`config.mk`:
```
export PLATFORM = sky130hd
export DESIGN_NAME = DebugMemory_flat
export DESIGN_NICKNAME = d
export VERILOG_FILES = /design/src/hw/DebugPkg.sv /design/src/hw/MemReqIf.sv /design/src/hw/DebugMemory.sv /design/src/flat_wrapper.sv
export SDC_FILE = /design/constraint.sdc
export NUM_CORES = 2
export LEC_CHECK = 0
export BUFFER_PORTS_ARGS = -buffer_cell sky130_fd_sc_hd__buf_2
export CAP_MARGIN = 20
export CORE_MARGIN = 1.5
export CORE_UTILIZATION = 59
export CTS_BUF_LIST = sky130_fd_sc_hd__clkbuf_4
export DETAILED_ROUTE_END_ITERATION = 10
export PLACE_DENSITY_LB_ADDON = 0.12
export SLEW_MARGIN = 10
export SYNTH_ARGS = -nofsm -noshare
export SYNTH_HDL_FRONTEND = slang
export SYNTH_SLANG_ARGS = --single-unit
```
`constraint.sdc`:
```
create_clock -name i_clk -period 3.9 [get_ports i_clk]
set_clock_uncertainty 0.2 [all_clocks]
set_input_delay 0.195 -clock i_clk [delete_from_list [all_inputs] [get_ports i_clk]]
set_output_delay 0.195 -clock i_clk [all_outputs]
set_load 0.02 [all_outputs]
```
`src/hw/DebugPkg.sv`:
```
package DebugPkg;

    // --------------------
    // Widths with a meaning.
    // --------------------

    // Memory address as seen by both requesters.
    typedef logic [15:0] addr_t;

    // Memory word and JTAG data register.
    typedef logic [15:0] data_t;

    // JTAG instruction register, also carries the status bits.
    typedef logic [7:0] instr_t;

    // --------------------
    // State machines.
    // --------------------

    // TAP states, encoded to match the host-side documentation.
    typedef enum logic [2:0] {
        IDLE   = 3'b000,
        ISEL   = 3'b001,
        DSEL   = 3'b101,
        ISHFT  = 3'b100,
        DSHFT  = 3'b010,
        UPDATE = 3'b110
    } tapState_e;

    // Run state of the MCU.
    typedef enum logic [1:0] {
        BOOTING = 2'd0,
        RUNNING = 2'd1,
        PAUSED  = 2'd2
    } mcuState_e;

    // --------------------
    // JTAG command codes.
    // --------------------
    localparam instr_t CMD_NOP     = 8'h00;
    localparam instr_t CMD_SETADDR = 8'h01;
    localparam instr_t CMD_RDMEM   = 8'h02;
    localparam instr_t CMD_WRMEM   = 8'h03;
    localparam instr_t CMD_BSCAN   = 8'h04;
    localparam instr_t CMD_STORE   = 8'h05;
    localparam instr_t CMD_RUN     = 8'h06;
    localparam instr_t CMD_PAUSE   = 8'h07;

endpackage
```
`src/hw/MemReqIf.sv`:
```
`timescale 1ns/1ns

// One memory requester into DebugMemory.
// A request is a single-cycle en pulse, writes land in that cycle.
// Read data shows up on rdData one cycle later.
interface MemReqIf;

    // Request strobe, one cycle wide.
    logic en;
    // High for write, low for read.
    logic wr;
    // Word address, wraps on the RAM depth.
    DebugPkg::addr_t addr;
    // Write payload.
    DebugPkg::data_t wrData;
    // Read payload, returned by the memory.
    DebugPkg::data_t rdData;

    // Side that issues requests.
    modport requester (
        output en,
        output wr,
        output addr,
        output wrData,
        input  rdData
    );

    // Side that serves requests.
    modport responder (
        input  en,
        input  wr,
        input  addr,
        input  wrData,
        output rdData
    );

endinterface

```
`src/hw/DebugMemory.sv`:
```
`timescale 1ns/1ns

module DebugMemory #(
    parameter int MEM_DEPTH = 256
) (
    input  logic            i_clk,
    input  logic            i_reset,
    // Requests from the JTAG port.
    MemReqIf.responder      jtagReq,
    // Core-side port.
    input  logic            i_coreEn,
    input  logic            i_coreWr,
    input  DebugPkg::addr_t i_coreAddr,
    input  DebugPkg::data_t i_coreWrData,
    output DebugPkg::data_t o_coreRdData
);

    // Index bits, addresses wrap on the depth.
    localparam int ADDR_W = $clog2(MEM_DEPTH);

    DebugPkg::data_t   mem [MEM_DEPTH];

    // Shared RAM port.
    logic              ramEn;
    logic              ramWr;
    DebugPkg::addr_t   ramAddr;
    DebugPkg::data_t   ramWrData;
    logic [ADDR_W-1:0] ramIdx;

    // Read data held per requester.
    DebugPkg::data_t   jtagRdQ;
    DebugPkg::data_t   coreRdQ;

    // --------------------
    // Port select.
    // --------------------
    // JTAG wins, though both never request together.
    always_comb begin
        ramEn = jtagReq.en | i_coreEn;
        if (jtagReq.en) begin
            ramWr     = jtagReq.wr;
            ramAddr   = jtagReq.addr;
            ramWrData = jtagReq.wrData;
        end else begin
            ramWr     = i_coreWr;
            ramAddr   = i_coreAddr;
            ramWrData = i_coreWrData;
        end
    end

    assign ramIdx = ramAddr[ADDR_W-1:0];

    // --------------------
    // RAM array.
    // --------------------
    always_ff @(posedge i_clk) begin
        if (ramEn && ramWr) begin
            mem[ramIdx] <= ramWrData;
        end
    end

    // Read data returns to whichever side asked.
    always_ff @(posedge i_clk) begin
        if (i_reset) begin
            jtagRdQ <= '0;
            coreRdQ <= '0;
        end else if (ramEn && !ramWr) begin
            if (jtagReq.en) begin
                jtagRdQ <= mem[ramIdx];
            end else begin
                coreRdQ <= mem[ramIdx];
            end
        end
    end

    assign jtagReq.rdData = jtagRdQ;
    assign o_coreRdData   = coreRdQ;

    // JTAG only requests while paused, the core only while running.
    noDualRequest: assert property (@(posedge i_clk) disable iff (i_reset)
        !(jtagReq.en && i_coreEn))
        else $error("JTAG and core requested memory in the same cycle");

endmodule

```
`src/flat_wrapper.sv`:
```
// flat-port wrapper written by rule: the top's interface ports become plain ports
module DebugMemory_flat 
#(
    parameter int MEM_DEPTH = 256
)
  (i_clk, i_reset, i_coreEn, i_coreWr, i_coreAddr, i_coreWrData, o_coreRdData, jtagReq_en, jtagReq_wr, jtagReq_addr, jtagReq_wrData, jtagReq_rdData);
  MemReqIf jtagReq_i ();
  input  logic i_clk;
  input  logic i_reset;
  input  logic i_coreEn;
  input  logic i_coreWr;
  input  DebugPkg::addr_t i_coreAddr;
  input  DebugPkg::data_t i_coreWrData;
  output DebugPkg::data_t o_coreRdData;
  input wire logic [$bits(jtagReq_i.en)-1:0] jtagReq_en;
  input wire logic [$bits(jtagReq_i.wr)-1:0] jtagReq_wr;
  input wire logic [$bits(jtagReq_i.addr)-1:0] jtagReq_addr;
  input wire logic [$bits(jtagReq_i.wrData)-1:0] jtagReq_wrData;
  output wire logic [$bits(jtagReq_i.rdData)-1:0] jtagReq_rdData;
  assign jtagReq_i.en = jtagReq_en;
  assign jtagReq_i.wr = jtagReq_wr;
  assign jtagReq_i.addr = jtagReq_addr;
  assign jtagReq_i.wrData = jtagReq_wrData;
  assign jtagReq_rdData = jtagReq_i.rdData;
  DebugMemory #(.MEM_DEPTH(MEM_DEPTH)) u_core (.i_clk(i_clk), .i_reset(i_reset), .jtagReq(jtagReq_i), .i_coreEn(i_coreEn), .i_coreWr(i_coreWr), .i_coreAddr(i_coreAddr), .i_coreWrData(i_coreWrData), .o_coreRdData(o_coreRdData));
endmodule
```
==> metrics.txt <==
outcome=finished with violations; violated checks=design-rule violations; crit path launch=i_coreAddr[6]; worst hold slack=164 ps; most frequent cells in the layout=edfxtp_1, clkbuf_4, mux4_2; Max Used Layer=met5; drt pass-1 iters=11; relative slew slack=0.268; Hold Path Origin=jtagReq_en; Mapped Cells=7,076; Most used DFF post-synth=edfxtp_1; die height=519 um; Clk Tree Root Cell=clkbuf_4; Wirelength per Cell=32.3 um; Post-synth EDFFs=4,096; overall die area=0.270 mm^2; part of the Yosys area used for sequential elements=0.786; detailed-route via count=85,709; Achievable Freq=259 MHz; DR WL met3=48.2 mm; clk sink count=4,128; Starting Density=0.594; final hold vios=0; CP bufs+invs=7; DRT iter0 DRCs=10,916; first-pass GRT wire length=607 mm; TritonCTS clock tree=done; dpl hpwl=254 mm; fin crit period=3870 ps; GP Congestion=0.857; Num CTS Buffers=1,111; wl on met1=159 mm; maximum clock insertion buffer count=5; fill count=16,368; antenna violations before repair=28; FF-to-FF setup slack=250 ps; Setup crit end kind=flop; Slew Viols, Final=0; delay of the slowest critical-path stage=700 ps; # setup viols final=0; CTS H-tree depth=7; Critical Path AT=5130 ps; Cell Chain, Critical Path=dlygate4sd3_1 -> buf_2 -> dlygate4sd3_1 -> nand2b_1 -> o21ai_2 -> dlygate4sd3_1 -> nand2_1 -> buf_4 -> a41oi_1 -> dlygate4sd3_1 -> nor4_2 -> and3_1 -> dlygate4sd3_1 -> a211oi_1; cell area power density=492 mW/mm^2; CP top delay family=buffers and inverters; Least-Margin Pin Slew=1100 ps; share of post-route cells with drive strength above 1=0.398; Overall Global Routing Usage=0.320; CP most frequent cell=dlygate4sd3_1; Final Core Density=0.699; crit path max fanout=21; core area=0.265 mm^2; area growth from synthesis to layout=17.8%; YS warnings=0; clk_lat worst skew=1670 ps; Critical Path RT=5160 ps; largest net degree at the start of global routing=117; most common cell after layout, fill and taps aside=edfxtp_1; port bufs=85; Yosys cell types=42; met2 WL=201 mm; slowest stage cell on the critical path=dlygate4sd3_1; ys async rst share=0; Pleak=59.7 nW; Worst Hold Class=in2reg; Avg Inst Size Synth=22.2 um^2; Post-route DRC=18; number of global-route vias before repair=87,255; Synth Register Bits=4,128; Synth top area share=0.782; io pins=102; Area contributors post-synth=edfxtp_1, mux4_2, o21ai_0; IR drop worst, VDD=0.335 mV; final WL=423 mm; Cell Rows=189; Mapped Nets=7,146; RR Startpoint=u_core.mem[167][7]$_DFFE_PP_; clk slew on worst S/H paths=60 ps; Layout Nets=9,022; largest area contributor in the netlist=edfxtp_1; cell area after synthesis=0.157 mm^2; critical path type=in2reg; Startpoint Class=primary input; post-route ant nets=0; RSZ-0062 raised after global routing=no; Die Wd=519 um; Final period util=0.992; GRT Residual Overflow=0; max-cap violations=0; routed vias/inst=6.54
[worst register-to-register path, delay by kind of cell, from the launching register on]
kind                   cells  cell delay (ps)
buffers and inverters      4             1550
DFF                        1              370
muxes                      1              540
and+or+nand+nor            2              450
AOI/OAI and AO/OA          3              410
[layer usage]
layer / track usage / vias up
met3: 0.0864 / 706
met4: 0.136 / 2
li1: - / 34634
met2: 0.484 / 5556
met1: 0.448 / 44811
met5: 0 / -
[kinds of logic (layout without fill, tap and decap cells)]
| logic type | after synthesis | in the layout | share of synthesized area |
|---|---|---|---|
| buf+inv | 456 | 2951 | 0.0130 |
| simple gates | 564 | 564 | 0.0154 |
| flops | 4128 | 4128 | 0.786 |
| mux | 1046 | 1046 | 0.148 |
| compound gates | 882 | 882 | 0.0378 |
| other cells | 0 | 11 | 0 |
[cells in the mapped netlist (all sizes together) (3+ instances only)]
| cell type | n |
|---|---|
| and3 | 16 |
| mux2 | 19 |
| edfxtp | 4096 |
| o21ai | 387 |
| nand2 | 165 |
| nand4 | 20 |
| nor3 | 49 |
| or3b | 3 |
| clkbuf | 203 |
| buf | 251 |
| nor4 | 32 |
| nand3b | 3 |
| a41oi | 176 |
| nor3b | 4 |
| nand3 | 6 |
| a2bb2oi | 3 |
| a2111oi | 16 |
| a22oi | 261 |
| nor2 | 258 |
| a211oi | 32 |
| dfxtp | 32 |
| mux4 | 1025 |
[area by class of cell]
class | instances | area [um^2] | share of cell area
antenna | 11 | 27.5 | 0.000149
clock buffer | 1527 | 11500 | 0.0619
clock inverter | 205 | 1160 | 0.00628
inverter | 2 | 7.51 | 0.0000405
multi-input combinational | 2492 | 32400 | 0.175
sequential | 4128 | 124000 | 0.667
tap | 3533 | 4420 | 0.0239
timing repair buffer | 1217 | 12200 | 0.0657
[through the flow]
| stage | instances | cell area (um^2) | setup TNS (ps) | power, mW | setup slack (ps) |
|---|---|---|---|---|---|
| floorplan | 7076 | 157000 | -24690 | 53.6 | -9.64 |
| global placement | 11225 | 171000 | -8160 | 56.3 | -813 |
| detailed placement | 11225 | 171000 | -8370 | 56.5 | -767 |
| CTS | 13103 | 185000 | 0 | 91.9 | 20.7 |
| global route | 13111 | 185000 | 0 | 94.4 | 62.1 |
| finish | 13115 | 185000 | 0 | 91.3 | 32.5 |
[sequential cells by signal (all words and copies together), names as in the netlist]
name and cells:
u_core.mem 4096, u_core.o_coreRdData 16, u_core.jtagReq.rdData 16
[path summary, 6_finish.rpt]
check | endpoint | cells past startpoint
min reg2reg | u_core.jtagReq.rdData[7]$_SDFFE_PP0P_ | 2
min | u_core.jtagReq.rdData[14]$_SDFFE_PP0P_ | 10
max | u_core.jtagReq.rdData[10]$_SDFFE_PP0P_ | 14
max reg2reg | u_core.jtagReq.rdData[7]$_SDFFE_PP0P_ | 10
[timing repair]
action,4_1_cts,5_1_grt
setup endpoints to repair,0,5
hold buffers,146,1
endpoints found under the hold margin,8224,8
gates resized for setup,0,6
buffers inserted,0,0
[power by group]
group / total, mW / switching, mW / internal (mW)
combinational: 6.55 / 3.93 / 2.62
sequential: 49.2 / 0.0315 / 49.2
clock: 35.5 / 16.7 / 18.8
total: 91.3 / 20.7 / 70.6
(Power assumes the default switching activity.)
