File: config.mk
export PLATFORM = sky130hd
export DESIGN_NAME = McuRunControl
export DESIGN_NICKNAME = d
export VERILOG_FILES = /design/src/hw/DebugPkg.sv /design/src/hw/McuRunControl.sv
export SDC_FILE = /design/constraint.sdc
export NUM_CORES = 1
export LEC_CHECK = 0
export BUFFER_PORTS_ARGS = -buffer_cell sky130_fd_sc_hd__clkbuf_2
export CORE_AREA = 8 8 45 47
export CTS_CLUSTER_DIAMETER = 200
export DETAILED_ROUTE_END_ITERATION = 10
export DIE_AREA = 0 0 53 55
export GPL_ROUTABILITY_DRIVEN = 0
export PLACE_DENSITY = 0.53
export SLEW_MARGIN = 5
export SYNTH_ARGS = -nofsm -noshare
export SYNTH_HDL_FRONTEND = slang
export SYNTH_SLANG_ARGS = --single-unit
File: constraint.sdc
create_clock -name i_clk -period 1.6 [get_ports i_clk]
set_input_delay 0.16 -clock i_clk [delete_from_list [all_inputs] [get_ports i_clk]]
set_output_delay 0.16 -clock i_clk [all_outputs]
set_load 0.005 [all_outputs]
File: src/hw/DebugPkg.sv
package DebugPkg;

    // --------------------
    // Widths with a meaning.
    // --------------------

    // Memory address as seen by both requesters.
    typedef logic [15:0] addr_t;

    // Memory word and JTAG data register.
    typedef logic [15:0] data_t;

    // JTAG instruction register, also carries the status bits.
    typedef logic [7:0] instr_t;

    // --------------------
    // State machines.
    // --------------------

    // TAP states, encoded to match the host-side documentation.
    typedef enum logic [2:0] {
        IDLE   = 3'b000,
        ISEL   = 3'b001,
        DSEL   = 3'b101,
        ISHFT  = 3'b100,
        DSHFT  = 3'b010,
        UPDATE = 3'b110
    } tapState_e;

    // Run state of the MCU.
    typedef enum logic [1:0] {
        BOOTING = 2'd0,
        RUNNING = 2'd1,
        PAUSED  = 2'd2
    } mcuState_e;

    // --------------------
    // JTAG command codes.
    // --------------------
    localparam instr_t CMD_NOP     = 8'h00;
    localparam instr_t CMD_SETADDR = 8'h01;
    localparam instr_t CMD_RDMEM   = 8'h02;
    localparam instr_t CMD_WRMEM   = 8'h03;
    localparam instr_t CMD_BSCAN   = 8'h04;
    localparam instr_t CMD_STORE   = 8'h05;
    localparam instr_t CMD_RUN     = 8'h06;
    localparam instr_t CMD_PAUSE   = 8'h07;

endpackage
File: src/hw/McuRunControl.sv
`timescale 1ns/1ns

module McuRunControl #(
    parameter int BOOT_CYCLES = 20
) (
    input  logic i_clk,
    input  logic i_reset,
    // Pause request from the JTAG port.
    input  logic i_doPause,
    output logic o_isBooted,
    output logic o_isPaused,
    // Core may issue memory requests only while this is high.
    output logic o_coreReady
);

    // Counter wide enough to reach BOOT_CYCLES.
    localparam int CNT_W = $clog2(BOOT_CYCLES + 1);

    DebugPkg::mcuState_e state;
    logic [CNT_W-1:0]    bootCnt;

    // --------------------
    // Run state machine.
    // --------------------
    always_ff @(posedge i_clk) begin
        if (i_reset) begin
            state   <= DebugPkg::BOOTING;
            bootCnt <= '0;
        end else begin
            case (state)
                DebugPkg::BOOTING: begin
                    // Leave boot after exactly BOOT_CYCLES cycles.
                    if (bootCnt == CNT_W'(BOOT_CYCLES - 1)) begin
                        state <= DebugPkg::RUNNING;
                    end else begin
                        bootCnt <= bootCnt + 1'b1;
                    end
                end
                DebugPkg::RUNNING: begin
                    if (i_doPause) begin
                        state <= DebugPkg::PAUSED;
                    end
                end
                DebugPkg::PAUSED: begin
                    if (!i_doPause) begin
                        state <= DebugPkg::RUNNING;
                    end
                end
                default: begin
                    state <= DebugPkg::BOOTING;
                end
            endcase
        end
    end

    // --------------------
    // Status outputs.
    // --------------------
    assign o_isBooted  = (state != DebugPkg::BOOTING);
    assign o_isPaused  = (state == DebugPkg::PAUSED);
    assign o_coreReady = (state == DebugPkg::RUNNING);

    // The JTAG side only asks for a pause once boot has finished.
    pauseAfterBoot: assert property (@(posedge i_clk) disable iff (i_reset)
        !o_isBooted |-> !i_doPause)
        else $error("Pause requested while the MCU is still booting");

endmodule

==> results of run 1 <==
flip-flops by register name, indices dropped and copies added (netlist names):
signal   count
bootCnt      5
state        2
metal layers:
layer  share of wire  wire length (um)
met3           0.039                24
met1            0.48               295
met2            0.45               277
met5               0                 0
met4           0.031                19
critical path: stages, from the launching register on:
cell,delay [ps]
sky130_fd_sc_hd__dfxtp_1,320
sky130_fd_sc_hd__ha_1,210
sky130_fd_sc_hd__and4bb_2,250
sky130_fd_sc_hd__nor3_1,240
sky130_fd_sc_hd__mux2_2,370
power by group:
group	total (mW)	switching, mW	internal [mW]
registers	0.187	0.00567	0.181
clock network	0.156	0.0608	0.0949
logic	0.0234	0.0109	0.0125
metrics by stage:
stage          std cells  hold slack, ps
6_report              63           156.3
3_5_place_dp          59           411.5
2_1_floorplan         37           229.1
3_3_place_gp          59           414.9
4_1_cts               63           153.4
5_1_grt               63           154.2
synth_stat cells:
cell / count / area [um2]
sky130_fd_sc_hd__nor3_1: 1 / 5.000
sky130_fd_sc_hd__nor2b_1: 3 / 18.77
sky130_fd_sc_hd__dfxtp_1: 7 / 140.1
sky130_fd_sc_hd__o211a_1: 1 / 10.01
sky130_fd_sc_hd__or3b_4: 1 / 11.26
sky130_fd_sc_hd__o21ai_0: 1 / 5.000
sky130_fd_sc_hd__nand4_1: 1 / 6.260
sky130_fd_sc_hd__mux2i_1: 1 / 10.01
sky130_fd_sc_hd__or3_1: 2 / 12.51
sky130_fd_sc_hd__and2b_1: 1 / 7.510
sky130_fd_sc_hd__o21bai_1: 1 / 7.510
sky130_fd_sc_hd__ha_1: 1 / 12.51
sky130_fd_sc_hd__inv_1: 2 / 7.510
sky130_fd_sc_hd__a21oi_1: 3 / 15.01
sky130_fd_sc_hd__nor2_1: 3 / 11.26
sky130_fd_sc_hd__mux2_2: 2 / 22.52
sky130_fd_sc_hd__nand2_1: 5 / 18.77
sky130_fd_sc_hd__and4bb_2: 1 / 12.51
worst paths after layout:
path / startpoint / to / cells past startpoint
worst max register to register: bootCnt[0]$_SDFFE_PP0P_ / bootCnt[0]$_SDFFE_PP0P_ / 4
worst max-delay path: bootCnt[0]$_SDFFE_PP0P_ / bootCnt[0]$_SDFFE_PP0P_ / 4
worst min register to register: bootCnt[1]$_SDFFE_PP0P_ / bootCnt[1]$_SDFFE_PP0P_ / 2
worst min-delay path: i_doPause / state[1]$_SDFFE_PP0P_ / 2
layout make-up:
type,count,share of cell area
tap,16,0.04848
timing repair buffer,6,0.07879
clock buffer,4,0.06364
inverter,2,0.01818
sequential,7,0.3394
multi-input combinational,28,0.4515
cells by family after synthesis:
logic type,share of synthesized area
muxes,0.09737
and+or+nand+nor,0.3109
buffers and inverters,0.02248
adders and majority gates,0.03745
AOI/OAI and AO/OA,0.1123
DFF,0.4195
==> metrics.cfg, run 1 <==
[grt]
maximum_number_of_pins_on_one_net_before_global_route_repair = 9
grt_pass1_vias = 252
grt_use_met3 = 0.02406
top_usage_layer = met2
antenna_found_initial = 0
grtUsageMet2 = 0.07422
global_route.usage.met1 = 0.05183
grt.total_usage = 0.04923
grt_first_pass_wirelength_mm = 1.021
grt_overflow_total = 0

[die]
floorplan.io_pins = 6
core_region_area_mm2 = 0.001384
chipHeight_um = 55
start_util = 0.2414
rows = 14
die-width_um = 53
die_area_mm2 = 0.002915

[place]
placed_area_um2 = 386.6
io_buffers = 5
dpl.hpwl_um = 492.9
worst_slack_at_placement_ps = 112.6

[routing]
wl_per_cell_um = 9.810
dr_total_vias = 279
post_dr_vias_cell = 4.429
drt_pre_antenna_iters = 3
drc = 0
drtAntennaViolNets = 0
drt_iter0_drc = 2
postRouteWirelength_um = 618

[cts]
cts-buffers-inserted = 3
clk-insertion-delay-late_ps = 240
maximum_clock_path_buffer_count = 2
hold_buffers = 0
cts-resized-gates = 0
root_buffer = sky130_fd_sc_hd__clkbuf_4
number_of_clock_sinks = 7
cts.clk_slew.worst_paths_ps = 50
cts_htree_levels = 1
tritoncts = built
post-cts-setup-buffers = 0

[sta]
layout_min_cycle_time_ps = 1491
timing.final.ws_setup_ps = 108.7
finalSetupTns_ps = 0
timing.final.hold_violations = 0
maxSlewViolCount = 0
rsz0062_at_grt = no
max_freq_mhz = 670.5
post-route-period-util = 0.9321
worst_clk_skew_ps = 0.4183
max_slew.worst_pin.slew_ps = 283.1
worst_slew_margin_rel = 0.8098
report.final.setup_viol = 0

[synthesis]
synthesis.area_per_instance_um2 = 9.029
synth-seq-area-share = 0.4195
synthCells = 37
yosysWarnings = 0
synthesis.nets = 41
count_of_distinct_cell_types_in_the_synthesized_netlist = 18
synth.cell_area_um2 = 334.1
number_of_register_bits_inferred_by_synthesis = 7

[critical_path]
cp-start-kind = register
regToRegSetupSlack_ps = 110
worst-endpoint-required_ps = 1730
crit_path_max_fanout = 4
critical_path_at_ps = 1630
worst_setup_path_end_kind = register
critPathKind = register to register

[cells_and_area]
final_net_count = 52
area_growth_pct = 23.60
seq_area_um2 = 140.1
antennaDiodeCount = 0
utilization = 0.2984
fraction_of_layout_cells_with_a_size_suffix_above_1 = 0.2766
multi_input_comb_area_um2 = 186.4
most_frequent_cells_in_the_layout = sky130_fd_sc_hd__dfxtp_1, sky130_fd_sc_hd__nand2_1, sky130_fd_sc_hd__clkbuf_2
mostFrequentLayoutCell = sky130_fd_sc_hd__dfxtp_1
filler_cell_count = 148
cell_area_after_layout_um2 = 412.9

[power_and_ir_drop]
largest_vdd_supply_drop_v = 0.0004798
power_density_mw_per_mm2 = 886.7
total_power_mw = 0.3661
p_leak_nw = 0.2050

[min_path]
hold_path_class = input pin to register

[status]
outcome = complete, no violations

[flow_run]
cap_viol_max_count = 0

(Power assumes the default switching activity.)
==> run 2: changes to the inputs <==
--- a/config.mk
+++ b/config.mk
@@ -11,7 +11,7 @@
 export DETAILED_ROUTE_END_ITERATION = 10
 export DIE_AREA = 0 0 53 55
 export GPL_ROUTABILITY_DRIVEN = 0
-export PLACE_DENSITY = 0.53
+export PLACE_DENSITY = 0.45
 export SLEW_MARGIN = 5
 export SYNTH_ARGS = -nofsm -noshare
 export SYNTH_HDL_FRONTEND = slang
==> run 2 against run 1 <==
  * Die area stayed put
  * Combinational power is essentially flat
  * Total power rose by 1.5%
  * Non-clock buffer count unchanged
  * Sequential power about the same
==> metrics.cfg, run 2 (synthesis results as in run 1) <==
[grt]
maximum_number_of_pins_on_one_net_before_global_route_repair = 9  ; unchanged
grt.total_usage = 0.05358  ; +0.004347
antenna_found_initial = 0  ; unchanged
grt_pass1_vias = 281  ; +12%
grt_first_pass_wirelength_mm = 1.110  ; +8.7%
grt_overflow_total = 0  ; unchanged

[cells_and_area]
largest-register = bootCnt
most_frequent_cells_in_the_layout = sky130_fd_sc_hd__dfxtp_1, sky130_fd_sc_hd__nand2_1, sky130_fd_sc_hd__clkbuf_2
mostFrequentLayoutCell = sky130_fd_sc_hd__dfxtp_1
reg_top3 = bootCnt x5, state x2
area_growth_pct = 23.60  ; unchanged
antennaDiodeCount = 0  ; unchanged
fraction_of_layout_cells_with_a_size_suffix_above_1 = 0.2766  ; unchanged
largest_register_ff_count = 5  ; unchanged
final_net_count = 52  ; unchanged

[cts]
cts-buffers-inserted = 3  ; unchanged
cts.clk_slew.worst_paths_ps = 50  ; about the same
cts-resized-gates = 0  ; unchanged
hold_buffers = 0  ; unchanged
number_of_clock_sinks = 7  ; unchanged
cts_htree_levels = 1  ; unchanged
maximum_clock_path_buffer_count = 2  ; unchanged
root_buffer = sky130_fd_sc_hd__clkbuf_4
post-cts-setup-buffers = 0  ; unchanged
tritoncts = built
clk-insertion-delay-late_ps = 250  ; about the same

[sta]
worst_slew_margin_rel = 0.8004  ; -0.009420
layout_min_cycle_time_ps = 1503  ; +11.52 ps
report.final.setup_viol = 0  ; unchanged
timing.final.hold_violations = 0  ; unchanged
hold-worst-slack_ps = 155.8  ; -0.5870 ps
post-route-period-util = 0.9393  ; +0.007202
rsz0062_at_grt = no
worst_clk_skew_ps = 4.333  ; +3.915 ps
finalSetupTns_ps = 0  ; unchanged
max_freq_mhz = 665.4  ; -0.77%
max_slew.worst_pin.slew_ps = 297.2  ; +14.02 ps
maxSlewViolCount = 0  ; unchanged

[power_and_ir_drop]
switching_share_of_power = 0.2230  ; +0.01150
largest_vdd_supply_drop_v = 0.0004152  ; -13%
share_clk_of_total_power = 0.435  ; +0.010
power_report.internal_total_mw = 0.2887  ; about the same
power_density_mw_per_mm2 = 900.0  ; +1.5%
comb_power_share = 0.063  ; about the same
switchingPower_mw = 0.08288  ; +7.0%
seq_power_share = 0.503  ; -0.008
p_leak_nw = 0.2050  ; unchanged

[die]
floorplan.io_pins = 6  ; unchanged
rows = 14  ; unchanged
die_area_mm2 = 0.002915  ; unchanged
die-width_um = 53  ; unchanged
core_region_area_mm2 = 0.001384  ; unchanged
start_util = 0.2414  ; unchanged
chipHeight_um = 55  ; unchanged

[critical_path]
cp-start-kind = register
critical_path_at_ps = 1650  ; +20 ps
worst_setup_path_end_kind = register
critPathKind = register to register
crit_path_max_fanout = 4  ; unchanged
worst-endpoint-required_ps = 1740  ; about the same

[routing]
drtAntennaViolNets = 0  ; unchanged
drt_iter0_drc = 3  ; +1
drt_pre_antenna_iters = 2  ; -1
drc = 0  ; unchanged
dr_total_vias = 279  ; unchanged
post_dr_vias_cell = 4.429  ; unchanged
postRouteWirelength_um = 623  ; +0.81%
wl_per_cell_um = 9.889  ; +0.81%

[status]
outcome = complete, no violations

[min_path]
hold_path_class = input pin to register

[place]
io_buffers = 5  ; unchanged
dpl.hpwl_um = 483.8  ; -1.8%

[flow_run]
cap_viol_max_count = 0  ; unchanged

run 2: per-layer routing:
metal | share of wire | up-vias | track usage
li1 | - | 151 | -
met1 | 0.48 | 121 | 0.06088
met2 | 0.45 | 5 | 0.07031
met3 | 0.058 | 2 | 0.01872
met4 | 0.016 | 0 | 0.06466
met5 | 0 | - | 0
run 2: final cells by class:
class,instances,area [um2]
repair buffers,6,32.53
clock buffers,4,26.28
flip-flops and latches,7,140.1
inverters,2,7.507
well taps,16,20.02
multi-input cells,28,186.4
fillers,147,970.9
run 2: path summary, 6_finish.rpt:
path	slack, ps	startpoint	cells past startpoint	end
max	100	bootCnt[0]$_SDFFE_PP0P_	4	bootCnt[0]$_SDFFE_PP0P_
min reg2reg	480	bootCnt[1]$_SDFFE_PP0P_	2	bootCnt[1]$_SDFFE_PP0P_
max reg2reg	100	bootCnt[0]$_SDFFE_PP0P_	4	bootCnt[0]$_SDFFE_PP0P_
min	160	i_doPause	2	state[1]$_SDFFE_PP0P_
run 2: worst max-delay path, cell delays in order, from the launching register on:
cell                       delay, ps
sky130_fd_sc_hd__dfxtp_1         330
sky130_fd_sc_hd__ha_1            200
sky130_fd_sc_hd__and4bb_2        240
sky130_fd_sc_hd__nor3_1          250
sky130_fd_sc_hd__mux2_2          370
run 2: power groups by stage:
| stage | clock network [mW] | logic [mW] | registers (mW) |
|---|---|---|---|
| after floorplan | 0 | 0.0160 | 0.189 |
| after global placement | 0 | 0.0236 | 0.191 |
| after detailed placement | 0 | 0.0237 | 0.191 |
| after CTS | 0.167 | 0.0239 | 0.187 |
| after global routing | 0.178 | 0.0269 | 0.188 |
| final | 0.162 | 0.0233 | 0.187 |
run 2: stage by stage:
stage               power (mW)  setup slack, ps  utilization  cells  instance area (um2)
global placement        0.2142            99.53       0.2794     59                386.6
CTS                     0.3782            100.0       0.2984     63                412.9
global route            0.3925            6.915       0.2984     63                412.9
detailed placement      0.2143            96.05       0.2794     59                386.6
finish                  0.3716            97.16       0.2984     63                412.9
floorplan               0.2052            153.9            -     37                334.1
