[config.mk]
export PLATFORM = sky130hd
export DESIGN_NAME = JtagPort_flat
export DESIGN_NICKNAME = d
export VERILOG_FILES = /design/src/hw/DebugPkg.sv /design/src/hw/MemReqIf.sv /design/src/hw/JtagPort.sv /design/src/flat_wrapper.sv
export SDC_FILE = /design/constraint.sdc
export NUM_CORES = 1
export LEC_CHECK = 0
export BUFFER_PORTS_ARGS = -buffer_cell sky130_fd_sc_hd__buf_2
export CAP_MARGIN = 30
export CORE_UTILIZATION = 52
export DETAILED_ROUTE_END_ITERATION = 8
export GPL_TIMING_DRIVEN = 0
export PLACE_DENSITY = 0.79
export RECOVER_POWER = 25
export SLEW_MARGIN = 20
export SYNTH_ARGS = -nofsm -noshare
export SYNTH_HDL_FRONTEND = slang
export SYNTH_SLANG_ARGS = --single-unit
export TNS_END_PERCENT = 1
[constraint.sdc]
create_clock -name i_clk -period 2.63 [get_ports i_clk]
set_clock_uncertainty 0.2 [all_clocks]
set_input_delay 0.263 -clock i_clk [delete_from_list [all_inputs] [get_ports i_clk]]
set_output_delay 0.263 -clock i_clk [all_outputs]
set_load 0.05 [all_outputs]
[src/hw/DebugPkg.sv]
package DebugPkg;

    // --------------------
    // Widths with a meaning.
    // --------------------

    // Memory address as seen by both requesters.
    typedef logic [15:0] addr_t;

    // Memory word and JTAG data register.
    typedef logic [15:0] data_t;

    // JTAG instruction register, also carries the status bits.
    typedef logic [7:0] instr_t;

    // --------------------
    // State machines.
    // --------------------

    // TAP states, encoded to match the host-side documentation.
    typedef enum logic [2:0] {
        IDLE   = 3'b000,
        ISEL   = 3'b001,
        DSEL   = 3'b101,
        ISHFT  = 3'b100,
        DSHFT  = 3'b010,
        UPDATE = 3'b110
    } tapState_e;

    // Run state of the MCU.
    typedef enum logic [1:0] {
        BOOTING = 2'd0,
        RUNNING = 2'd1,
        PAUSED  = 2'd2
    } mcuState_e;

    // --------------------
    // JTAG command codes.
    // --------------------
    localparam instr_t CMD_NOP     = 8'h00;
    localparam instr_t CMD_SETADDR = 8'h01;
    localparam instr_t CMD_RDMEM   = 8'h02;
    localparam instr_t CMD_WRMEM   = 8'h03;
    localparam instr_t CMD_BSCAN   = 8'h04;
    localparam instr_t CMD_STORE   = 8'h05;
    localparam instr_t CMD_RUN     = 8'h06;
    localparam instr_t CMD_PAUSE   = 8'h07;

endpackage
[src/hw/MemReqIf.sv]
`timescale 1ns/1ns

// One memory requester into DebugMemory.
// A request is a single-cycle en pulse, writes land in that cycle.
// Read data shows up on rdData one cycle later.
interface MemReqIf;

    // Request strobe, one cycle wide.
    logic en;
    // High for write, low for read.
    logic wr;
    // Word address, wraps on the RAM depth.
    DebugPkg::addr_t addr;
    // Write payload.
    DebugPkg::data_t wrData;
    // Read payload, returned by the memory.
    DebugPkg::data_t rdData;

    // Side that issues requests.
    modport requester (
        output en,
        output wr,
        output addr,
        output wrData,
        input  rdData
    );

    // Side that serves requests.
    modport responder (
        input  en,
        input  wr,
        input  addr,
        input  wrData,
        output rdData
    );

endinterface

[src/hw/JtagPort.sv]
`timescale 1ns/1ns

module JtagPort (
    input  logic       i_clk,
    input  logic       i_reset,
    // Host pins, asynchronous to i_clk.
    input  logic       i_TCK,
    input  logic       i_TMS,
    input  logic       i_TDI,
    output logic       o_TDO,
    // MCU state for status and command gating.
    input  logic       i_isBooted,
    input  logic       i_isPaused,
    // Memory requests toward DebugMemory.
    MemReqIf.requester memReq,
    // Resource lock outputs.
    output logic       o_storeEn,
    output logic       o_scanEn,
    output logic       o_scanShift,
    // Run/pause request to McuRunControl.
    output logic       o_doPause
);

    // Pin synchronizers and TCK edge detect.
    logic [1:0] tckSync;
    logic [1:0] tmsSync;
    logic [1:0] tdiSync;
    logic       tckPrev;
    logic       tckRise;
    logic       tms;
    logic       tdi;

    // TAP state.
    DebugPkg::tapState_e tapState;
    DebugPkg::tapState_e tapNext;
    logic                execPulse;
    logic                inDShift;

    // JTAG registers.
    DebugPkg::instr_t iReg;
    DebugPkg::data_t  dReg;
    DebugPkg::addr_t  addrReg;
    logic             rdPending;

    // Decoded instruction.
    logic isAddrCmd;
    logic isRdCmd;
    logic isWrCmd;
    logic isScanCmd;
    logic isStoreCmd;
    logic isRunCmd;
    logic isPauseCmd;

    // Locks and gating.
    logic inControl;
    logic memEn;
    logic scanLock;
    logic storeLock;
    logic pauseReg;

    // --------------------
    // Pin synchronizers.
    // --------------------
    always_ff @(posedge i_clk) begin
        if (i_reset) begin
            tckSync <= '0;
            tmsSync <= '0;
            tdiSync <= '0;
            tckPrev <= 1'b0;
        end else begin
            tckSync <= {tckSync[0], i_TCK};
            tmsSync <= {tmsSync[0], i_TMS};
            tdiSync <= {tdiSync[0], i_TDI};
            tckPrev <= tckSync[1];
        end
    end

    // One-cycle strobe per TCK rising edge, acts as the TAP clock enable.
    assign tckRise = tckSync[1] & ~tckPrev;
    assign tms     = tmsSync[1];
    assign tdi     = tdiSync[1];

    // --------------------
    // TAP state machine.
    // --------------------
    always_comb begin
        case (tapState)
            DebugPkg::IDLE:   tapNext = tms ? DebugPkg::IDLE   : DebugPkg::ISEL;
            DebugPkg::ISEL:   tapNext = tms ? DebugPkg::DSEL   : DebugPkg::ISHFT;
            DebugPkg::DSEL:   tapNext = tms ? DebugPkg::IDLE   : DebugPkg::DSHFT;
            DebugPkg::ISHFT:  tapNext = tms ? DebugPkg::UPDATE : DebugPkg::ISHFT;
            DebugPkg::DSHFT:  tapNext = tms ? DebugPkg::IDLE   : DebugPkg::DSHFT;
            // UPDATE always falls back to idle.
            default:          tapNext = DebugPkg::IDLE;
        endcase
    end

    always_ff @(posedge i_clk) begin
        if (i_reset) begin
            tapState  <= DebugPkg::IDLE;
            execPulse <= 1'b0;
        end else begin
            // Fires in the first cycle spent in UPDATE.
            execPulse <= tckRise && (tapNext == DebugPkg::UPDATE)
                         && (tapState != DebugPkg::UPDATE);
            if (tckRise) begin
                tapState <= tapNext;
            end
        end
    end

    assign inDShift = (tapState == DebugPkg::DSHFT);

    // --------------------
    // Instruction register.
    // --------------------
    always_ff @(posedge i_clk) begin
        if (i_reset) begin
            iReg <= '0;
        end else if (tckRise) begin
            if (tapState == DebugPkg::ISEL && !tms) begin
                // Status snapshot, paused above booted.
                iReg <= {6'b0, i_isPaused, i_isBooted};
            end else if (tapState == DebugPkg::ISHFT) begin
                // Includes the edge that leaves ISHFT.
                iReg <= {iReg[6:0], tdi};
            end
        end
    end

    // --------------------
    // Data register.
    // --------------------
    always_ff @(posedge i_clk) begin
        if (rdPending) begin
            dReg <= memReq.rdData;
        end else if (tckRise && inDShift) begin
            dReg <= {dReg[14:0], tdi};
        end
    end

    // Read data is captured the cycle after the request.
    always_ff @(posedge i_clk) begin
        if (i_reset) begin
            rdPending <= 1'b0;
        end else begin
            rdPending <= memEn && isRdCmd;
        end
    end

    // --------------------
    // Command decode.
    // --------------------
    always_comb begin
        isAddrCmd  = 1'b0;
        isRdCmd    = 1'b0;
        isWrCmd    = 1'b0;
        isScanCmd  = 1'b0;
        isStoreCmd = 1'b0;
        isRunCmd   = 1'b0;
        isPauseCmd = 1'b0;
        case (iReg)
            // Nothing to do, locks still drop on execute.
            DebugPkg::CMD_NOP:     isAddrCmd  = 1'b0;
            DebugPkg::CMD_SETADDR: isAddrCmd  = 1'b1;
            DebugPkg::CMD_RDMEM:   isRdCmd    = 1'b1;
            DebugPkg::CMD_WRMEM:   isWrCmd    = 1'b1;
            DebugPkg::CMD_BSCAN:   isScanCmd  = 1'b1;
            DebugPkg::CMD_STORE:   isStoreCmd = 1'b1;
            DebugPkg::CMD_RUN:     isRunCmd   = 1'b1;
            DebugPkg::CMD_PAUSE:   isPauseCmd = 1'b1;
            // Unknown codes are ignored.
            default:               isAddrCmd  = 1'b0;
        endcase
    end

    // Memory and lock commands need a booted, paused MCU.
    assign inControl = i_isBooted & i_isPaused;
    assign memEn     = execPulse & (isRdCmd | isWrCmd) & inControl;

    // --------------------
    // Address, locks and pause.
    // --------------------
    always_ff @(posedge i_clk) begin
        if (i_reset) begin
            addrReg   <= '0;
            scanLock  <= 1'b0;
            storeLock <= 1'b0;
            pauseReg  <= 1'b0;
        end else if (execPulse) begin
            // Every execute re-evaluates both locks.
            scanLock  <= isScanCmd && inControl;
            storeLock <= isStoreCmd && inControl;
            if (isAddrCmd) begin
                addrReg <= dReg;
            end
            // Run and pause only once booted.
            if ((isRunCmd || isPauseCmd) && i_isBooted) begin
                pauseReg <= isPauseCmd;
            end
        end
    end

    // --------------------
    // Outputs.
    // --------------------
    assign memReq.en     = memEn;
    assign memReq.wr     = isWrCmd;
    assign memReq.addr   = addrReg;
    assign memReq.wrData = dReg;

    // Data MSB while shifting data, instruction MSB otherwise.
    assign o_TDO = inDShift ? dReg[15] : iReg[7];

    // Scan lock yields while a memory request is on the bus.
    assign o_scanEn    = scanLock & ~memEn;
    assign o_scanShift = scanLock & inDShift;
    assign o_storeEn   = storeLock & inDShift;
    assign o_doPause   = pauseReg;

    // A request needs a paused MCU with the pause request still standing.
    memReqPaused: assert property (@(posedge i_clk) disable iff (i_reset)
        memReq.en |-> i_isPaused && o_doPause)
        else $error("JTAG memory request while the MCU is not held paused");

endmodule

[src/flat_wrapper.sv]
// flat-port wrapper written by rule: the top's interface ports become plain ports
module JtagPort_flat 
  (i_clk, i_reset, i_TCK, i_TMS, i_TDI, o_TDO, i_isBooted, i_isPaused, o_storeEn, o_scanEn, o_scanShift, o_doPause, memReq_en, memReq_wr, memReq_addr, memReq_wrData, memReq_rdData);
  MemReqIf memReq_i ();
  input  logic i_clk;
  input  logic i_reset;
  input  logic i_TCK;
  input  logic i_TMS;
  input  logic i_TDI;
  output logic o_TDO;
  input  logic i_isBooted;
  input  logic i_isPaused;
  output logic o_storeEn;
  output logic o_scanEn;
  output logic o_scanShift;
  output logic o_doPause;
  output wire logic [$bits(memReq_i.en)-1:0] memReq_en;
  output wire logic [$bits(memReq_i.wr)-1:0] memReq_wr;
  output wire logic [$bits(memReq_i.addr)-1:0] memReq_addr;
  output wire logic [$bits(memReq_i.wrData)-1:0] memReq_wrData;
  input wire logic [$bits(memReq_i.rdData)-1:0] memReq_rdData;
  assign memReq_en = memReq_i.en;
  assign memReq_wr = memReq_i.wr;
  assign memReq_addr = memReq_i.addr;
  assign memReq_wrData = memReq_i.wrData;
  assign memReq_i.rdData = memReq_rdData;
  JtagPort u_core (.i_clk(i_clk), .i_reset(i_reset), .i_TCK(i_TCK), .i_TMS(i_TMS), .i_TDI(i_TDI), .o_TDO(o_TDO), .i_isBooted(i_isBooted), .i_isPaused(i_isPaused), .memReq(memReq_i), .o_storeEn(o_storeEn), .o_scanEn(o_scanEn), .o_scanShift(o_scanShift), .o_doPause(o_doPause));
endmodule
==> results of run 1 <==
[through the flow]
step                cell area [sq um]  power, mW  util [%]  hold slack (ps)
floorplan                        2337     0.9269         -            191.2
global placement                 2708     0.9503     62.62            217.7
detailed placement               2723     0.9524     62.96            224.2
CTS                              2841      1.421     65.71            35.67
global route                     2826      1.454     65.36            31.28
finish                           2826      1.407     65.36            45.88
[power by group through the flow]
stage | logic [mW] | clock network (mW) | registers (mW)
finish | 0.0594 | 0.472 | 0.876
CTS | 0.0601 | 0.485 | 0.876
floorplan | 0.0326 | 0 | 0.894
global route | 0.0663 | 0.511 | 0.877
global placement | 0.0549 | 0 | 0.895
detailed placement | 0.0566 | 0 | 0.896
[synthesized netlist by cell type, types with 2 or more instances]
| library cell | number | share of area, % |
|---|---|---|
| dfxtp_1 | 39 | 33 |
| nand2_1 | 33 | 5.3 |
| mux2_2 | 17 | 8.2 |
| edfxtp_1 | 16 | 21 |
| nor2_1 | 12 | 1.9 |
| nor2b_1 | 11 | 2.9 |
| a21oi_1 | 10 | 2.1 |
| a21oi_2 | 10 | 3.7 |
| nand3_1 | 9 | 1.9 |
| nand2b_1 | 7 | 1.9 |
| o21ai_0 | 7 | 1.5 |
| buf_2 | 4 | 0.86 |
| buf_1 | 3 | 0.48 |
| buf_6 | 3 | 1.4 |
| mux2i_1 | 3 | 1.3 |
| a211oi_2 | 2 | 1.1 |
| and2_1 | 2 | 0.54 |
| and3_1 | 2 | 0.54 |
| and4_1 | 2 | 0.75 |
| clkbuf_1 | 2 | 0.32 |
| inv_1 | 2 | 0.32 |
| nand2_2 | 2 | 0.54 |
| nand4_1 | 2 | 0.54 |
| nor3_1 | 2 | 0.43 |
| o21ai_1 | 2 | 0.43 |
| or3b_4 | 2 | 0.96 |
[kinds of logic after synthesis]
kind of cell           count (synthesis)  synth area share (%)
AO/OA/AOI/OAI                         34                 10.28
XOR/XNOR                               1                0.3748
buffers and inverters                 15                 4.283
flip-flops                            55                 53.96
multiplexers                          20                 9.475
AND/OR/NAND/NOR                       93                 21.63
[layer usage]
metal,global-route usage [%],wire [um],vias up
met3,5.263,212,5
met4,5.896,51,0
met5,0,0,-
li1,-,-,898
met1,25.90,2106,819
met2,32.69,2294,44
[area by class of cell]
class                   count  area (sq um)
fillers                   368          1498
plain buffers              13         91.34
multi-input cells         148         979.7
inverters                   2         7.507
repair buffers             65         332.8
clock buffers               6         72.57
well taps                  52         65.06
clock inverters             2         16.27
flip-flops and latches     55          1261
[worst max-delay path by stage]
stage          slack [ps]  cells past startpoint                 endpoint
5_1_grt               350                      4  u_core.memReq.wrData[9]
3_3_place_gp          130                      4  u_core.memReq.wrData[2]
3_5_place_dp          690                      4  u_core.memReq.wrData[1]
4_1_cts               470                      4                memReq_en
2_1_floorplan         200                      4                 o_scanEn
6_report              490                      4                memReq_en
[worst max-delay path, delay by kind of cell, from the launching register on]
family / cells / cell delay [ps]
buf+inv: 1 / 280
simple gates: 3 / 720
flops: 1 / 360
[state kept, by name (all words and copies together) (netlist names), 2 cells and up]
| signal | count |
|---|---|
| u_core.iReg | 8 |
| u_core.memReq.addr | 16 |
| u_core.memReq.wrData | 16 |
| u_core.tapState | 3 |
| u_core.tckSync | 2 |
| u_core.tdiSync | 2 |
| u_core.tmsSync | 2 |
==> results.yml, run 1 <==
clock_network:
  postCtsSetupBuffers: 0
  root_buffer: "clkbuf_8"
  htreeDepth: 2
  clk_pin_slew_worst_paths_ps: 100
  cts_buffers: 5
  hold_buffers: 3
  cts.sink_count: 55
  cts_tree: "yes"
  clockBufferDepth: 2
  cts_resized: 0
  clkLatencyLatePin_ps: 310
synth:
  synth_edf_count: 16
  ys_ff_latch: 55
  seq_area_frac_synth_pct: 53.96
  ys_warn_count: 0
  ys.flop_type: "dfxtp_1"
  syn_area_sq_um: 2337
  ys_types: 38
  syn_inst: 218
  avgSynthCellArea_sq_um: 10.72
  async_reset_ff_share_pct: 0
  syn_nets: 241
floorplan:
  design.core.area_sq_um: 4324
  die_x_um: 69.04
  fp-row-count: 24
  die_h_um: 69.04
  initial_utilization_pct: 54.05
  ios: 62
  dieArea_sq_um: 4767
sta:
  max_slew.worst_pin.slew_ps: 620.5
  rsz0062_at_grt: "false"
  timing.fmax_ghz: 0.4664
  setup_tns_ps: 0
  finalSetupViolCount: 0
  finalCritPeriodShare_pct: 81.53
  hold_viol: 0
  min_period_ps: 2144
  setup_ws_ps: 485.8
  maxSlewHeadroom_pct: 58.81
  slew_violations: 0
place:
  placedCellCount: 332
  numPortBuffers: 61
  place.gp.congestion: 0.7786
  dpl.hpwl_um: 3471
  dp_slack_ps: 691.0
power:
  p_sw_share_pct: 22.34
  power_density_nw_per_um2: 498.0
  clockPowerShare_pct: 33.5
  p_int_mw: 1.093
  p_seq_share_pct: 62.2
  p_switching_mw: 0.3145
  p_comb_share_pct: 4.2
  ir_drop_mv: 0.2848
  p_leak_nw: 1.066
setup_path:
  endpoint_kind: "output pin"
  start_kind: "flip-flop"
  cp_slowest_stage_delay_ps: 410
  regToRegSetupSlack_ps: 510
  critical_path_class: "reg2out"
  crit_start: "u_core.iReg[7]"
  worstReg2RegStart: "u_core.rdPending"
  critPathSlowestCell: "nor4_4"
  cp_cell_sequence: "nor4_4 > nand3_1 > nor2_1 > buf_2"
  required_ps: 2170
  rr_worst_depth: 4
  reg2reg_to: "u_core.memReq.wrData[1]"
  worstPathArrival_ps: 1680
  cp_max_fo: 6
detailed_routing:
  drtAntennaViolNets: 0
  num_vias: 1766
  viasPerCell: 5.149
  wirelength_um: 4665
  dr.pass1.iters: 4
  wire_per_inst_um: 13.60
  drc_errors: 0
  drt_iter0_drc: 84
min_path:
  min_to: "u_core.memReq.wrData[12]"
  hold_depth: 2
  holdCritPathClass: "in2reg"
  hold_path_startpoint: "memReq_rdData[12]"
finish:
  area_delta_synth_final_pct: 20.93
  final_common_cell: "buf_2"
  final_cell_mix: "buf_2 (53), dfxtp_1 (39), nand2_1 (33), clkbuf_1 (17), mux2_2 (17)"
  drive_gt1_share_pct: 35.40
  fin_nets: 313
  n_antenna_cell: 0
  final_cells: 343
grt:
  grt_max_degree: 18
  grt_overflow: 0
  grt_pass1_vias: 1670
  grt_usage_pct: 19.96
  grt_pass1_wl_um: 7562
  antenna_found_initial: 0
status:
  status: "completed"
job:
  cap_violations: 0
(Power assumes the default switching activity.)
==> inputs of run 2 (changes only) <==
--- a/config.mk
+++ b/config.mk
@@ -7,10 +7,10 @@
 export LEC_CHECK = 0
 export BUFFER_PORTS_ARGS = -buffer_cell sky130_fd_sc_hd__buf_2
 export CAP_MARGIN = 30
-export CORE_UTILIZATION = 52
+export CORE_UTILIZATION = 47
 export DETAILED_ROUTE_END_ITERATION = 8
 export GPL_TIMING_DRIVEN = 0
-export PLACE_DENSITY = 0.79
+export PLACE_DENSITY = 0.75
 export RECOVER_POWER = 25
 export SLEW_MARGIN = 20
 export SYNTH_ARGS = -nofsm -noshare
==> constraint.sdc (replaced) <==
create_clock -name i_clk -period 1.85 [get_ports i_clk]
set_clock_uncertainty 0.2 [all_clocks]
set_input_delay 0.185 -clock i_clk [delete_from_list [all_inputs] [get_ports i_clk]]
set_output_delay 0.185 -clock i_clk [all_outputs]
set_load 0.05 [all_outputs]
==> results.yml, run 2 (synthesis gave the netlist of run 1 again) <==
sta:
  setup_ws_ps: -63.74
  finalSetupViolCount: 2
  rsz0062_at_grt: "true"
  min_period_ps: 1914
  maxSlewHeadroom_pct: 57.31
  max_slew.worst_pin.slew_ps: 643.2
  setup_tns_ps: -97.17
  slew_violations: 0
  finalCritPeriodShare_pct: 103.4
  timing.fmax_ghz: 0.5225
  hold_viol: 0
  whs_ps: 71.83
setup_path:
  cp_slowest_stage_delay_ps: 360
  endpoint_kind: "output pin"
  critical_path_class: "reg2out"
  critPathSlowestCell: "dfxtp_2"
  required_ps: 1460
  worstPathArrival_ps: 1530
  cp_max_fo: 3
  cp_cell_sequence: "nor4_4 > nand3_2 > nor2_4 > nor2b_1 > buf_4"
  start_kind: "flip-flop"
  critPathBufInv: 1
  path_delay_family: "simple AND/OR/NAND/NOR gates"
place:
  place.gp.congestion: 0.7653
  dpl.hpwl_um: 3330
  numPortBuffers: 61
grt:
  met1_usage_pct: 25.93
  grt_use_met3_pct: 4.722
  grt_usage_pct: 20.29
  busiest_layer: "met2"
  antenna_found_initial: 0
  grt_pass1_wl_um: 8010
  grt_max_degree: 18
  grt_overflow: 0
  grt_use_met2_pct: 33.54
  grt_pass1_vias: 1728
power:
  p_leak_nw: 1.118
  ir_drop_mv: 0.3664
  p_comb_share_pct: 5.9
  p_switching_mw: 0.4534
  p_seq_share_pct: 61.5
  power_density_nw_per_um2: 661.2
  p_total_mw: 2.025
  p_int_mw: 1.572
  p_sw_share_pct: 22.39
  clockPowerShare_pct: 32.6
clock_network:
  root_buffer: "clkbuf_8"
  htreeDepth: 2
  cts_tree: "yes"
  cts_buffers: 5
  clockBufferDepth: 2
  clk_pin_slew_worst_paths_ps: 100
  cts.sink_count: 55
  clkLatencyLatePin_ps: 310
floorplan:
  die_h_um: 72.52
  design.core.area_sq_um: 4755
  initial_utilization_pct: 49.16
  fp-row-count: 25
  die_x_um: 72.52
  dieArea_sq_um: 5259
  ios: 62
detailed_routing:
  drt_iter0_drc: 93
  drc_errors: 0
  num_vias: 1843
  viasPerCell: 4.928
  dr.pass1.iters: 4
  wire_per_inst_um: 13.61
  drtAntennaViolNets: 0
  wirelength_um: 5090
finish:
  n_antenna_cell: 0
  final_common_cell: "buf_2"
  final_cell_mix: "buf_2 (41), dfxtp_1 (37), nand2_1 (32), clkbuf_1 (21), dlygate4sd3_1 (20)"
  area_delta_synth_final_pct: 31.05
  drive_gt1_share_pct: 33.55
  fin_nets: 329
job:
  cap_violations: 0
status:
  failed_checks: "setup timing"
  status: "finished, violations left"
min_path:
  holdCritPathClass: "in2reg"
==> run 2: per-layer routing <==
metal	wire length, um	up-vias	share of wire, %
met5	0	-	0
met4	35	0	0.69
met3	179	4	3.5
met2	2607	40	51
met1	2269	868	45
li1	-	931	-
==> run 2: worst register-to-register path, cell delays in order, from the launching register on <==
cell	delay [ps]
dfxtp_2	360
nor4_4	340
buf_4	190
nand4_2	210
buf_4	260
nand2_1	90
a21oi_2	50
==> run 2: final timing paths <==
check | startpoint | endpoint | slack [ps] | depth (start not counted)
min reg2reg | u_core.tckSync[0] | u_core.tckSync[1] | 240 | 1
max reg2reg | u_core.iReg[6] | u_core.memReq.addr[8] | 10 | 6
min | i_isBooted | u_core.rdPending | 70 | 3
max | u_core.iReg[6] | o_scanEn | -60 | 5
==> run 2: what timing repair did <==
| item | 4_1_cts | 5_1_grt |
|---|---|---|
| setup buffers | 1 | 0 |
| resized for setup | 13 | 4 |
| pin swaps | 2 | 1 |
| hold buffers | 20 | 0 |
| endpoints found under the setup margin | 22 | 30 |
| endpoints found under the hold margin | 20 | 0 |
==> run 2: per-stage QoR <==
step	std cells	cell area, sq um	setup slack (ps)	util, %
2_1_floorplan	218	2349	-20.84	-
3_3_place_gp	346	2738	-135.6	57.58
3_5_place_dp	346	2738	-196.7	57.58
4_1_cts	374	3067	-82.32	64.50
5_1_grt	374	3063	-157.0	64.42
6_report	374	3063	-63.74	64.42
==> run 2: power groups by stage <==
stage | Clock, mW | Sequential (mW) | Combinational [mW]
CTS | 0.684 | 1.25 | 0.116
finish | 0.660 | 1.25 | 0.119
detailed placement | 0 | 1.27 | 0.0810
global placement | 0 | 1.27 | 0.0789
global route | 0.734 | 1.25 | 0.129
floorplan | 0 | 1.27 | 0.0467
==> run 2: final cells by class <==
cell class	instances	area, sq um
Timing Repair Buffer	82	508.0
Tap cell	67	83.83
Fill cell	403	1692
Clock inverter	3	20.02
Inverter	2	7.507
Multi-Input combinational cell	148	1013
Clock buffer	5	68.82
Sequential cell	55	1264
Buffer	12	97.59
==> inputs of run 3 (changes only) <==
--- a/config.mk
+++ b/config.mk
@@ -5,12 +5,13 @@
 export SDC_FILE = /design/constraint.sdc
 export NUM_CORES = 1
 export LEC_CHECK = 0
-export BUFFER_PORTS_ARGS = -buffer_cell sky130_fd_sc_hd__buf_2
 export CAP_MARGIN = 30
-export CORE_UTILIZATION = 47
+export CORE_UTILIZATION = 56
+export CTS_CLUSTER_SIZE = 16
 export DETAILED_ROUTE_END_ITERATION = 8
+export DONT_BUFFER_PORTS = 1
 export GPL_TIMING_DRIVEN = 0
-export PLACE_DENSITY = 0.75
+export PLACE_DENSITY = 0.74
 export RECOVER_POWER = 25
 export SLEW_MARGIN = 20
 export SYNTH_ARGS = -nofsm -noshare
==> results.yml, run 3 (synthesis gave the netlist of run 1 again) <==
sta:
  slew_violations: 0
  finalSetupViolCount: 3
  whs_ps: 53.15
  hold_viol: 0
  min_period_ps: 2029
  finalCritPeriodShare_pct: 109.7
  max_slew.worst_pin.slew_ps: 658.7
  timing.fmax_ghz: 0.4927
  setup_ws_ps: -179.5
  maxSlewHeadroom_pct: 56.08
  rsz0062_at_grt: "true"
detailed_routing:
  viasPerCell: 5.515
  wire_per_inst_um: 15.82
  drt_iter0_drc: 81
  dr.pass1.iters: 4
  wirelength_um: 4761
  drtAntennaViolNets: 0
  drc_errors: 0
  num_vias: 1660
grt:
  grt_usage_pct: 22.32
  antenna_found_initial: 0
  grt_pass1_vias: 1629
  grt_overflow: 0
  grt_pass1_wl_um: 7341
  grt_max_degree: 18
power:
  ir_drop_mv: 0.5539
  p_total_mw: 2.153
  power_density_nw_per_um2: 763.9
  p_leak_nw: 0.9540
job:
  cap_violations: 0
clock_network:
  root_buffer: "clkbuf_8"
  clockBufferDepth: 2
  htreeDepth: 2
  clkLatencyLatePin_ps: 310
  cts.sink_count: 55
  clk_pin_slew_worst_paths_ps: 90
  cts_buffers: 5
  cts_tree: "yes"
setup_path:
  cp_max_fo: 2
  start_kind: "flip-flop"
  worstPathArrival_ps: 1640
  crit_start: "u_core.iReg[6]"
  required_ps: 1460
  critical_path_class: "reg2out"
  worstReg2RegStart: "u_core.iReg[6]"
  endpoint_kind: "output pin"
floorplan:
  fp-row-count: 23
  die_x_um: 66.61
  design.core.area_sq_um: 4000
  ios: 62
  dieArea_sq_um: 4436
  initial_utilization_pct: 58.43
  die_h_um: 66.61
status:
  status: "finished, violations left"
  failed_checks: "setup timing"
min_path:
  holdCritPathClass: "in2reg"
  hold_path_startpoint: "i_reset"
finish:
  n_antenna_cell: 0
  area_delta_synth_final_pct: 20.61
  final_util_pct: 70.47
  final_common_cell: "dfxtp_1"
  final_cell_mix: "dfxtp_1 (37), nand2_1 (32), dlygate4sd3_1 (23), mux2_2 (16), edfxtp_1 (16)"
  nFillCells: 287
  fin_nets: 273
  drive_gt1_share_pct: 25.90
place:
  dpl.hpwl_um: 3266
  dp_slack_ps: -196.1
  numPortBuffers: 0
  place.gp.congestion: 0.8363
[run 3: cell count changes in the layout (fill, tap and decap cells not counted), sizes merged]
cell         delta
clkbuf         -18
clkinv          -1
buf            -40
bufinv          +1
clkinvlp        -1
dlygate4sd3     +3
[run 3: layout make-up]
type,count,area [sq um],area share (%)
inverters,2,7.507,0.2663
clock buffers,6,82.58,2.929
plain buffers,12,91.34,3.240
repair buffers,26,252.7,8.966
clock inverters,2,35.03,1.243
flip-flops and latches,55,1264,44.83
well taps,50,62.56,2.219
multi-input cells,148,1023,36.31
[run 3: what timing repair did]
action                     4_1_cts  5_1_grt
hold buffers                    23        0
resized for setup               10        4
setup buffers                    3        0
hold endpoints to repair        28        0
pin swaps                        3        0
setup endpoints to repair       24       17
[run 3: stage by stage]
stage	std cells	cell area [sq um]	TNS (ps)
floorplan	218	2349	-20.84
global placement	268	2411	-2821
detailed placement	268	2411	-3298
CTS	301	2810	-211.7
global route	301	2819	-873.3
finish	301	2819	-259.3
[run 3: routing by layer]
layer	wire length (um)	track usage [%]	vias to the layer above
met4	55	8.245	0
met1	1962	26.54	778
met3	357	5.993	5
met5	0	0	-
li1	-	-	818
met2	2385	38.13	59
[run 3: worst paths after layout]
path	endpoint	slack [ps]	cells after the start
min	u_core.tckSync[0]	50	2
max reg2reg	u_core.memReq.addr[10]	0	6
min reg2reg	u_core.tckSync[1]	250	1
max	o_scanEn	-180	4
[run 3: critical path, stage by stage, from the launching register on]
cell	delay [ps]
dfxtp_2	340
nor4_4	340
nand3_2	150
nor2_4	350
nor2b_4	160
[run 3: where the power goes]
group | switching, mW | internal [mW]
Clock | 0.371 | 0.438
Combinational | 0.0454 | 0.0539
Sequential | 0.00535 | 1.24
Total | 0.422 | 1.73
